**src/hw/z80_bus_pkg.sv**
```systemverilog
`default_nettype none

package z80_bus_pkg;

   // ********************
   // Host bus widths
   // ********************
   localparam int z80_addr_w = 22;                 // Full host address incl. socket bits

   typedef logic [z80_addr_w-1:0] z80_addr_t;      // Host address
   typedef logic [7:0]            z80_byte_t;      // One data byte

   // ********************
   // Decode constants
   // ********************
   localparam logic [2:0] mem_window_code = 3'b010; // Bits 21..19, socket at 0x100000
   localparam logic [7:0] io_spkr_port    = 8'd242; // Speaker enable port
   localparam logic [7:0] io_blnk_port    = 8'd243; // DAC blank port

   // Direction pin of the 245 data converter
   localparam logic dir_to_fpga = 1'b0;             // B->A, host writes
   localparam logic dir_to_z80  = 1'b1;             // A->B, host reads

endpackage

`default_nettype wire

```
**src/hw/gpu_mem_pkg.sv**
```systemverilog
`default_nettype none

package gpu_mem_pkg;

   // ********************
   // GPU RAM geometry
   // ********************
   localparam int gpu_addr_w    = 19;              // 512 KB window offset
   localparam int mem_size_bits = 15;              // 32 KB populated

   typedef logic [gpu_addr_w-1:0] gpu_addr_t;      // GPU RAM address

   // ********************
   // Bank identification
   // ********************
   // Block sits in the top 16 bytes of the window, 0x17FFF0..0x17FFFF
   localparam logic [17:0] bank_id_block = 18'h17FFF; // Host address bits 21..4

   localparam logic [7:0] bank_id_table [16] = '{
      8'd9,  8'd3,  8'd71, 8'd80,                  // Offsets 0..3
      8'd85, 8'd32, 8'd69, 8'd80,                  // Offsets 4..7
      8'd52, 8'd67, 8'd69, 8'd54,                  // Offsets 8..11
      8'd0,  8'd255, 8'd255, 8'd255                // Offsets 12..15, tail padding
   };

endpackage

`default_nettype wire

```
**src/hw/z80_req_if.sv**
```systemverilog
`timescale 1ns/1ps
`default_nettype none

interface z80_req_if
   import z80_bus_pkg::*;
();

   logic      mem_wr;       // Window write, in range, strobe held
   logic      mem_rd;       // Window read, strobe held
   logic      in_range;     // Address below RAM limit
   logic      bank_hit;     // Address in bank ID block
   z80_addr_t addr;         // Registered host address
   z80_byte_t wdata;        // Registered host write data
   logic      spkr_start;   // First cycle of speaker port write
   logic      blnk_start;   // First cycle of blank port write

   // Decoder side
   modport source (
      output mem_wr, mem_rd, in_range, bank_hit,
      output addr, wdata, spkr_start, blnk_start
   );

   // Users of the decoded request
   modport sink (
      input mem_wr, mem_rd, in_range, bank_hit,
      input addr, wdata, spkr_start, blnk_start
   );

endinterface

`default_nettype wire

```
**src/hw/z80_bus_decode.sv**
```systemverilog
`timescale 1ns/1ps
`default_nettype none

module z80_bus_decode
   import z80_bus_pkg::*;
   import gpu_mem_pkg::*;
(
   input  wire            GPU_CLK,
   input  wire            rst_n,
   input  wire            z80_mreq_n,   // Memory request, active low
   input  wire            z80_m1_n,     // Opcode fetch / INTA, active low
   input  wire            z80_iorq_n,   // IO request, active low
   input  wire            z80_wr_n,     // Write strobe, active low
   input  wire            z80_rd_n,     // Read strobe, active low
   input  wire z80_addr_t z80_addr,
   input  wire z80_byte_t z80_wdata,
   z80_req_if.source      req
);

   logic mem_cycle;                     // Plain memory cycle, not M1
   logic in_window;
   logic addr_in_range;
   logic addr_bank_hit;
   logic spkr_hit;
   logic blnk_hit;
   logic spkr_prev;                     // Port match one cycle back
   logic blnk_prev;

   assign mem_cycle     = ~z80_mreq_n & z80_m1_n;
   assign in_window     = (z80_addr[z80_addr_w-1 -: 3] == mem_window_code);
   assign addr_in_range = (z80_addr[gpu_addr_w-1:mem_size_bits] == '0); // Below 2^15
   assign addr_bank_hit = (z80_addr[z80_addr_w-1:4] == bank_id_block);

   // IO port matches, write cycles only
   assign spkr_hit = ~z80_iorq_n & ~z80_wr_n & (z80_addr[7:0] == io_spkr_port);
   assign blnk_hit = ~z80_iorq_n & ~z80_wr_n & (z80_addr[7:0] == io_blnk_port);

   // ********************
   // Registered cycle type
   // ********************
   always_ff @(posedge GPU_CLK or negedge rst_n) begin
      if (!rst_n) begin
         req.mem_wr     <= 1'b0;
         req.mem_rd     <= 1'b0;
         req.in_range   <= 1'b0;
         req.bank_hit   <= 1'b0;
         req.spkr_start <= 1'b0;
         req.blnk_start <= 1'b0;
         spkr_prev      <= 1'b0;
         blnk_prev      <= 1'b0;
      end else begin
         req.mem_wr     <= mem_cycle & in_window & addr_in_range & ~z80_wr_n; // RAM writes only
         req.mem_rd     <= mem_cycle & in_window & ~z80_rd_n;  // Whole window readable
         req.in_range   <= addr_in_range;
         req.bank_hit   <= addr_bank_hit;
         req.spkr_start <= spkr_hit & ~spkr_prev;              // Rising edge of match
         req.blnk_start <= blnk_hit & ~blnk_prev;
         spkr_prev      <= spkr_hit;
         blnk_prev      <= blnk_hit;
      end
   end

   // Address and data follow the pins every cycle
   always_ff @(posedge GPU_CLK) begin
      req.addr  <= z80_addr;
      req.wdata <= z80_wdata;
   end

endmodule

`default_nettype wire

```
**src/hw/gpu_ram_access.sv**
```systemverilog
`timescale 1ns/1ps
`default_nettype none

module gpu_ram_access
   import z80_bus_pkg::*;
   import gpu_mem_pkg::*;
(
   input  wire            GPU_CLK,
   input  wire            rst_n,
   z80_req_if.sink        req,
   input  wire            gpu_rd_rdy,   // One cycle, RAM byte valid
   input  wire z80_byte_t gpu_rdata,
   output logic           gpu_wr_ena,   // One-cycle write pulse
   output logic           gpu_rd_req,   // One-cycle read request
   output gpu_addr_t      gpu_addr,
   output z80_byte_t      gpu_wdata,
   output z80_byte_t      reply_byte    // Byte for the host data path
);

   logic      wr_prev;
   logic      rd_prev;
   logic      wr_start;                 // First cycle of a held write
   logic      rd_start;
   logic      rd_in_range;              // Range tests captured at read start
   logic      rd_bank_hit;
   z80_byte_t reply_sel;
   z80_byte_t reply_q;                  // Last reply, held for the bus

   assign wr_start = req.mem_wr & ~wr_prev;
   assign rd_start = req.mem_rd & ~rd_prev;

   // Reply source: RAM, bank ID table or open bus
   always_comb begin
      if (rd_in_range) begin
         reply_sel = gpu_rdata;
      end else if (rd_bank_hit) begin
         reply_sel = bank_id_table[gpu_addr[3:0]]; // Offset within block
      end else begin
         reply_sel = 8'hFF;
      end
   end

   assign reply_byte = gpu_rd_rdy ? reply_sel : reply_q; // Bypass on the ready cycle

   always_ff @(posedge GPU_CLK or negedge rst_n) begin
      if (!rst_n) begin
         wr_prev     <= 1'b0;
         rd_prev     <= 1'b0;
         gpu_wr_ena  <= 1'b0;
         gpu_rd_req  <= 1'b0;
         rd_in_range <= 1'b0;
         rd_bank_hit <= 1'b0;
         reply_q     <= '0;
      end else begin
         wr_prev    <= req.mem_wr;
         rd_prev    <= req.mem_rd;
         gpu_wr_ena <= wr_start;        // Single pulse per strobe
         gpu_rd_req <= rd_start;
         if (rd_start) begin
            rd_in_range <= req.in_range;
            rd_bank_hit <= req.bank_hit;
         end
         if (gpu_rd_rdy) reply_q <= reply_sel;
      end
   end

   // Address and data latched once per access
   always_ff @(posedge GPU_CLK) begin
      if (wr_start || rd_start) gpu_addr <= req.addr[gpu_addr_w-1:0];
      if (wr_start) gpu_wdata <= req.wdata;
   end

endmodule

`default_nettype wire

```
**src/hw/z80_io_ports.sv**
```systemverilog
`timescale 1ns/1ps
`default_nettype none

module z80_io_ports (
   input  wire     GPU_CLK,
   input  wire     rst_n,
   z80_req_if.sink req,
   output logic    video_en,            // DAC blank control, high shows video
   output logic    spkr_en              // One-cycle speaker trigger
);

   logic data_nz;                       // Written byte is non-zero

   assign data_nz = |req.wdata;

   // ********************
   // Blank port
   // ********************
   always_ff @(posedge GPU_CLK or negedge rst_n) begin
      if (!rst_n) begin
         video_en <= 1'b1;              // Video on out of reset
      end else if (req.blnk_start) begin
         video_en <= data_nz;           // Zero blanks the DAC
      end
   end

   // ********************
   // Speaker port
   // ********************
   // The start pulse lasts one cycle, so the output drops again by itself
   always_ff @(posedge GPU_CLK or negedge rst_n) begin
      if (!rst_n) begin
         spkr_en <= 1'b0;
      end else begin
         spkr_en <= req.spkr_start & data_nz; // Zero data gives no pulse
      end
   end

endmodule

`default_nettype wire

```
**src/hw/z80_data_driver.sv**
```systemverilog
`timescale 1ns/1ps
`default_nettype none

module z80_data_driver
   import z80_bus_pkg::*;
(
   input  wire            GPU_CLK,
   input  wire            rst_n,
   z80_req_if.sink        req,
   input  wire z80_byte_t reply_byte,
   output logic           z80_245_dir,   // Converter direction
   output logic           z80_245_oe,    // Converter enable, active low
   output logic           z80_rdata_ena, // FPGA drives the data pins
   output z80_byte_t      z80_rdata
);

   // ********************
   // Data bus control
   // ********************
   always_ff @(posedge GPU_CLK or negedge rst_n) begin
      if (!rst_n) begin
         z80_245_dir   <= dir_to_fpga;
         z80_245_oe    <= 1'b1;          // Converter off
         z80_rdata_ena <= 1'b0;
         z80_rdata     <= '0;
      end else if (req.mem_rd) begin
         z80_245_dir   <= dir_to_z80;    // Toward host
         z80_245_oe    <= 1'b0;
         z80_rdata_ena <= 1'b1;
         z80_rdata     <= reply_byte;    // Tracks the reply as it arrives
      end else if (req.mem_wr) begin
         z80_245_dir   <= dir_to_fpga;   // Toward FPGA
         z80_245_oe    <= 1'b0;
         z80_rdata_ena <= 1'b0;
         z80_rdata     <= '0;
      end else begin
         // Idle bus, pins released
         z80_245_dir   <= dir_to_fpga;
         z80_245_oe    <= 1'b1;
         z80_rdata_ena <= 1'b0;
         z80_rdata     <= '0;            // Zero byte stands in for high-Z
      end
   end

endmodule

`default_nettype wire

```
**src/hw/z80_bridge.sv**
```systemverilog
`timescale 1ns/1ps
`default_nettype none

module z80_bridge
   import z80_bus_pkg::*;
   import gpu_mem_pkg::*;
(
   input  wire            GPU_CLK,
   input  wire            rst_n,
   // Host bus
   input  wire            z80_mreq_n,
   input  wire            z80_m1_n,
   input  wire            z80_iorq_n,
   input  wire            z80_wr_n,
   input  wire            z80_rd_n,
   input  wire z80_addr_t z80_addr,
   input  wire z80_byte_t z80_wdata,
   // GPU RAM
   input  wire            gpu_rd_rdy,
   input  wire z80_byte_t gpu_rdata,
   output logic           gpu_wr_ena,
   output logic           gpu_rd_req,
   output gpu_addr_t      gpu_addr,
   output z80_byte_t      gpu_wdata,
   // IO port outputs
   output logic           video_en,
   output logic           spkr_en,
   // Data converter and read data
   output logic           z80_245_dir,
   output logic           z80_245_oe,
   output logic           z80_rdata_ena,
   output z80_byte_t      z80_rdata
);

   z80_byte_t reply_byte;               // RAM side to data driver

   z80_req_if req_bus ();               // Decoded request, one cycle after pins

   z80_bus_decode u_decode (
      .GPU_CLK    (GPU_CLK),
      .rst_n      (rst_n),
      .z80_mreq_n (z80_mreq_n),
      .z80_m1_n   (z80_m1_n),
      .z80_iorq_n (z80_iorq_n),
      .z80_wr_n   (z80_wr_n),
      .z80_rd_n   (z80_rd_n),
      .z80_addr   (z80_addr),
      .z80_wdata  (z80_wdata),
      .req        (req_bus.source)
   );

   gpu_ram_access u_ram (
      .GPU_CLK    (GPU_CLK),
      .rst_n      (rst_n),
      .req        (req_bus.sink),
      .gpu_rd_rdy (gpu_rd_rdy),
      .gpu_rdata  (gpu_rdata),
      .gpu_wr_ena (gpu_wr_ena),
      .gpu_rd_req (gpu_rd_req),
      .gpu_addr   (gpu_addr),
      .gpu_wdata  (gpu_wdata),
      .reply_byte (reply_byte)
   );

   z80_io_ports u_io (
      .GPU_CLK  (GPU_CLK),
      .rst_n    (rst_n),
      .req      (req_bus.sink),
      .video_en (video_en),
      .spkr_en  (spkr_en)
   );

   z80_data_driver u_drv (
      .GPU_CLK       (GPU_CLK),
      .rst_n         (rst_n),
      .req           (req_bus.sink),
      .reply_byte    (reply_byte),
      .z80_245_dir   (z80_245_dir),
      .z80_245_oe    (z80_245_oe),
      .z80_rdata_ena (z80_rdata_ena),
      .z80_rdata     (z80_rdata)
   );

endmodule

`default_nettype wire

```
**config.mk**
```make
export PLATFORM = sky130hd
export DESIGN_NAME = z80_bridge
export DESIGN_NICKNAME = d
export VERILOG_FILES = /design/src/hw/z80_bus_pkg.sv /design/src/hw/gpu_mem_pkg.sv /design/src/hw/z80_req_if.sv /design/src/hw/z80_bus_decode.sv /design/src/hw/gpu_ram_access.sv /design/src/hw/z80_io_ports.sv /design/src/hw/z80_data_driver.sv /design/src/hw/z80_bridge.sv
export SDC_FILE = /design/constraint.sdc
export NUM_CORES = 1
export LEC_CHECK = 0
export ABC_CLOCK_PERIOD_IN_PS = 2050
export BUFFER_PORTS_ARGS = -buffer_cell sky130_fd_sc_hd__buf_2
export CORE_MARGIN = 2
export CORE_UTILIZATION = 40
export DETAILED_ROUTE_END_ITERATION = 8
export SYNTH_ARGS = -nofsm -noshare
export SYNTH_HDL_FRONTEND = slang
export SYNTH_SLANG_ARGS = --single-unit
```
**constraint.sdc**
```tcl
create_clock -name GPU_CLK -period 2.05 [get_ports GPU_CLK]
set_input_delay 0.1025 -clock GPU_CLK [delete_from_list [all_inputs] [get_ports GPU_CLK]]
set_output_delay 0.1025 -clock GPU_CLK [all_outputs]
set_load 0.01 [all_outputs]
```
Yosys cells after proc, flatten, opt, wreduce, memory -nomap -nowiden

Memory sizes are Yosys's and may differ from the RTL's.
Index checks and enable logic that the tools add are counted.

Register bits: 88
Bits in read-only memories: 128
Input bits: 46
Output and inout bits: 42
Word-level logic and storage cells: 64
Memories kept: 1

Magnitude comparators: 1
Equality and inequality tests: 4
Muxes and demuxes: 9
Bitwise operators: 22
Reduce and logical (&&, ||, !) cells: 3

Memory list:

| memory           | depth | width | rd ports | clocked after Yosys merged registers in | write ports | RTL line             | RTL |
|---|---|---|---|---|---|---|---|
| (name not given) | 16    | 8     | 1        | 0                                       | 0           | gpu_ram_access.sv:37 | `reply_sel = bank_id_table[gpu_addr[3:0]];` |

Operator list:

| kind                   | number |
|---|---|
| $mux W8                | 6 |
| $eq A18 B17 Y1 const B | 1 |
| $eq A8 B8 Y1 const B   | 2 |
| $and A1 B1 Y1          | 13 |
| $not A1 Y1             | 8 |
| $reduce_or A8 Y1       | 1 |
| $ge A5 B5 Y1 const B   | 1 |
| $not A4 Y5             | 1 |
| $logic_not A4 Y1       | 1 |
| $eq A3 B2 Y1 const B   | 1 |
| $mux W1                | 3 |
| $logic_or A1 B1 Y1     | 1 |

Longest topological paths before layout

Word-level depth: 8
Gate-level depth with buffers: 6
Gate-level depth less buffers: 6

Cells and area by module

Synthesis repeated with hierarchy kept, for this count alone.

Cells, all modules: 186
Area, all modules: 2,941.6 µm²

By module, submodules not included:

| module          | times used | cells an instance | area each (µm²) | sequential area each (µm²) |
|---|---|---|---|---|
| gpu_ram_access  | 1          | 103               | 1,620.3         | 1,161.1 |
| z80_bus_decode  | 1          | 56                | 927.1           | 800.8 |
| z80_data_driver | 1          | 20                | 312.8           | 251.5 |
| z80_io_ports    | 1          | 7                 | 81.3            | 51.3 |

Worst setup path after synthesis

OpenSTA, ideal clock, no wires.

Path kind: register to register
Start point: reg u_ram.gpu_addr[0]
End point: reg u_drv.z80_rdata[2]
Library setup time: 0.119 ns
Arrival: 1.500 ns
Data required time: 1.931 ns
Path slack: 0.431 ns
Cell stages (with the launch flop): 7
Buffers on the path: 0
Period minus slack after synthesis: 1.619 ns
Cell sequence: edfxtp_1 inv_1 ha_1 or2_1 a211oi_1 o32ai_2 and2_1

Longest elaborated chain between the ends: 8

RTL lines:

| item                                       | RTL line              | RTL |
|---|---|---|
| from (decl)                                | gpu_ram_access.sv:15  | `output gpu_addr_t gpu_addr,` |
| from (signal assigned)                     | gpu_ram_access.sv:69  | `if (wr_start \|\| rd_start) gpu_addr <= req.addr[gpu_addr_w-1:0];` |
| $not A4 Y5 (implied by the code)           | gpu_ram_access.sv:37  |  |
| $mem_v2 Z16 W8                             | n/a                   |  |
| $mux W8 (implied by the code) (2 in a row) | gpu_ram_access.sv:37  |  |
| $mux W8                                    | gpu_ram_access.sv:36  | `end else if (rd_bank_hit) begin` |
| $mux W8                                    | gpu_ram_access.sv:34  | `if (rd_in_range) begin` |
| $mux W8                                    | gpu_ram_access.sv:43  | `assign reply_byte = gpu_rd_rdy ? reply_sel : reply_q;` |
| via reply_byte[2]                          | z80_bridge.sv:35      | `z80_byte_t reply_byte;` |
| $mux W8                                    | z80_data_driver.sv:26 | `end else if (req.mem_rd) begin` |
| to (signal assigned)                       | z80_data_driver.sv:30 | `z80_rdata <= reply_byte;` |
| to (decl)                                  | z80_data_driver.sv:14 | `output z80_byte_t z80_rdata` |

The timed path passes the listed nets, and every way through them passes these cells. The select of a mux whose other input is x is not followed.
A chain may end at the register's enable or synchronous reset.

Final worst setup path

Start point: reg u_ram.gpu_addr[0]
End point: reg u_drv.z80_rdata[4]

Same word-level chain as after synthesis.

==> results.py <==
metrics = {
    "synth": {
        "yosys.area.top_type_share_pct": 27.72,
        "syn_inst": 188,
        "yosysUniqueCellTypes": 45,
        "synth_nets": 239,
        "synth_area_leaders": "edfxtp_1, dfrtp_1, dfxtp_1, ha_1, nand2b_1",
        "synthesis.area_um2": 2925,
        "ys_ff_latch": 87,
        "yosysWarnings": 0,
        "ys.flop_type": "dfrtp_1",
        "synthArstFlopShare_pct": 37.93,
        "synth-edff-count": 27,
        "yosysSeqAreaShare_pct": 74.51,
        "syn_area_per_cell_um2": 15.56,
        "yosys.area.top_type": "edfxtp_1",
    },
    "drt": {
        "drt-initial-drc-count": 57,
        "first_pass_iters": 4,
        "routedWlPerCell_um": 13.44,
        "ant_nets": 0,
        "drc": 0,
        "routed_wl_um": 5619,
        "drt-vias-per-instance": 4.514,
        "vias": 1887,
    },
    "global_routing": {
        "grt_pass1_wl_um": 8535,
        "grt_pass1_vias": 1830,
        "antenna_found_initial": 0,
        "grt_usage_pct": 14.83,
        "grt_overflow_total": 0,
        "grt_max_degree": 34,
    },
    "floorplan": {
        "fp.dieW_um": 89.52,
        "die_y_um": 89.52,
        "fp-row-count": 31,
        "num_io_pins": 88,
        "die_area_um2": 8013,
        "initial_utilization_pct": 40.77,
        "coreArea_um2": 7176,
    },
    "run": {
        "cap_violations": 0,
    },
    "clocking": {
        "cts_tree": "built",
        "htreeDepth": 3,
        "clock-sinks": 87,
        "clock_latency_ps": 350,
        "cts_resized": 0,
        "root_buffer": "clkbuf_8",
        "clockBufferDepth": 2,
        "clk_pin_slew_ps": 90,
        "hold_buffers": 30,
        "numCtsBuffers": 9,
        "postCtsSetupBuffers": 0,
    },
    "sta": {
        "hold_viol": 0,
        "setup_viol": 0,
        "finalSetupTns_ps": 0,
        "finalMaxSlewViolations": 0,
        "worst_pin_slew_ps": 708.7,
        "relSlewSlack_pct": 52.75,
        "post-route-min-period_ps": 1695,
        "rsz0062_at_grt": "false",
        "finalCritPeriodShare_pct": 82.69,
        "clock.fmax_mhz": 589.9,
        "skew_ps": 9.801,
    },
    "final_layout": {
        "synthToLayoutAreaGrowth_pct": 35.67,
        "layout_commonest_cell": "buf_2",
        "drive_gt1_share_pct": 37.30,
        "n_antenna_cell": 0,
        "design_area_um2": 3969,
        "final_util_pct": 55.31,
        "layout_common_cells": "buf_2, dfrtp_1, dlygate4sd3_1, dfxtp_1, edfxtp_1",
        "nNetsFinal": 365,
    },
    "worst_setup_path": {
        "worstPathMaxFanout": 7,
        "cp-start-kind": "register",
        "crit_required_ps": 2290,
        "cp-end-kind": "register",
        "cp_data_arrival_time_ps": 1940,
        "worstSetupPathType": "reg -> reg",
    },
    "placed_design": {
        "dp_hpwl_um": 3812,
        "gp_congestion": 0.8235,
        "placed_cell_area_um2": 3473,
        "port-buffer-count": 87,
    },
    "pwr": {
        "ir_drop_uv": 445.7,
        "powerDensity_nw_per_um2": 796.6,
        "leakage_nw": 1.763,
        "finalPower_mw": 3.162,
    },
    "min_path": {
        "worstHoldPathType": "in -> reg",
    },
    "status": {
        "outcome": "finished clean",
    },
}
-- flip-flops by register name, summed over array words and instances, names as in the netlist, 8 cells and up --
signal / cells
u_decode.req.wdata: 8
u_drv.z80_rdata: 8
u_ram.gpu_addr: 19
u_ram.reply_q: 8
u_decode.req.addr: 19
u_ram.gpu_wdata: 8
-- power breakdown --
group | internal, mW | switching (mW) | total [mW]
sequential | 1.83 | 0.0155 | 1.84
combinational | 0.0911 | 0.0676 | 0.159
clock | 0.563 | 0.599 | 1.16
-- through the flow --
stage               hold slack (ps)  instances  worst slack (ps)
floorplan                    -193.1        188             430.7
global placement              197.5        372             423.5
detailed placement            204.0        372             371.9
CTS                           15.98        418             352.7
global route                  15.94        418             211.8
finish                        35.35        418             354.9
-- final cells by class --
class                      count  area, µm²
tap                           99      123.9
inverter                       6      22.52
clock inverter                 7      71.32
timing repair buffer         120      758.2
multi-input combinational     90      689.4
sequential                    87       2180
fill                         631       3207
clock buffer                   9      123.9
-- worst max-delay path, stage by stage, from the launching register on --
cell	delay, ps
edfxtp_1	480
inv_1	100
ha_1	360
mux2i_1	110
nor3b_1	260
o32ai_2	120
and2_1	170
-- Yosys cell counts (2+ instances only) --
library cell   n
nor2b_1        4
o21ai_0        4
dfrtp_1       31
a21boi_0       3
dfstp_2        2
nand4_1        3
nand2_1        8
and2_1         7
nor4_2         2
mux2i_1        2
o32ai_2        2
nor2_1         4
inv_1          6
nor4_1         3
a41oi_2        3
buf_2          3
nand3b_1       4
edfxtp_1      27
a211oi_1       2
or2_1          2
nor3b_1        3
ha_1           5
dfxtp_1       27
nand2b_1      10
-- path summary, 6_finish.rpt --
path                                     from                      end  slack (ps)  depth (start not counted)
hold reg to reg            u_decode.blnk_prev  u_decode.req.blnk_start         400                          1
setup reg to reg            u_ram.gpu_addr[0]       u_drv.z80_rdata[4]         350                          6
min in group asynchronous               rst_n         u_ram.reply_q[1]         330                          2
max in group asynchronous               rst_n    u_decode.req.bank_hit        1260                          2
hold / removal                     z80_mreq_n      u_decode.req.mem_rd          40                          3
setup / recovery            u_ram.gpu_addr[0]       u_drv.z80_rdata[4]         350                          6
-- kinds of logic (layout without fill, tap and decap cells) --
logic type	after synthesis	count (layout)	share of synthesized area, %
adder cells (fa/ha/maj)	5	5	2.139
multiplexers	3	3	1.069
flip-flops	87	87	74.51
AND/OR/NAND/NOR	57	57	12.49
buffers and inverters	11	142	1.925
AO/OA/AOI/OAI	25	25	7.870
-- metal layers --
metal | track usage [%] | up-vias | share of wire [%]
met5 | 0 | - | 0
met4 | 6.106 | 0 | 1.2
met3 | 6.094 | 7 | 7.6
met2 | 24.38 | 66 | 50
met1 | 17.23 | 892 | 41
li1 | - | 922 | -
No activity file was read; power rests on OpenSTA's default activity.
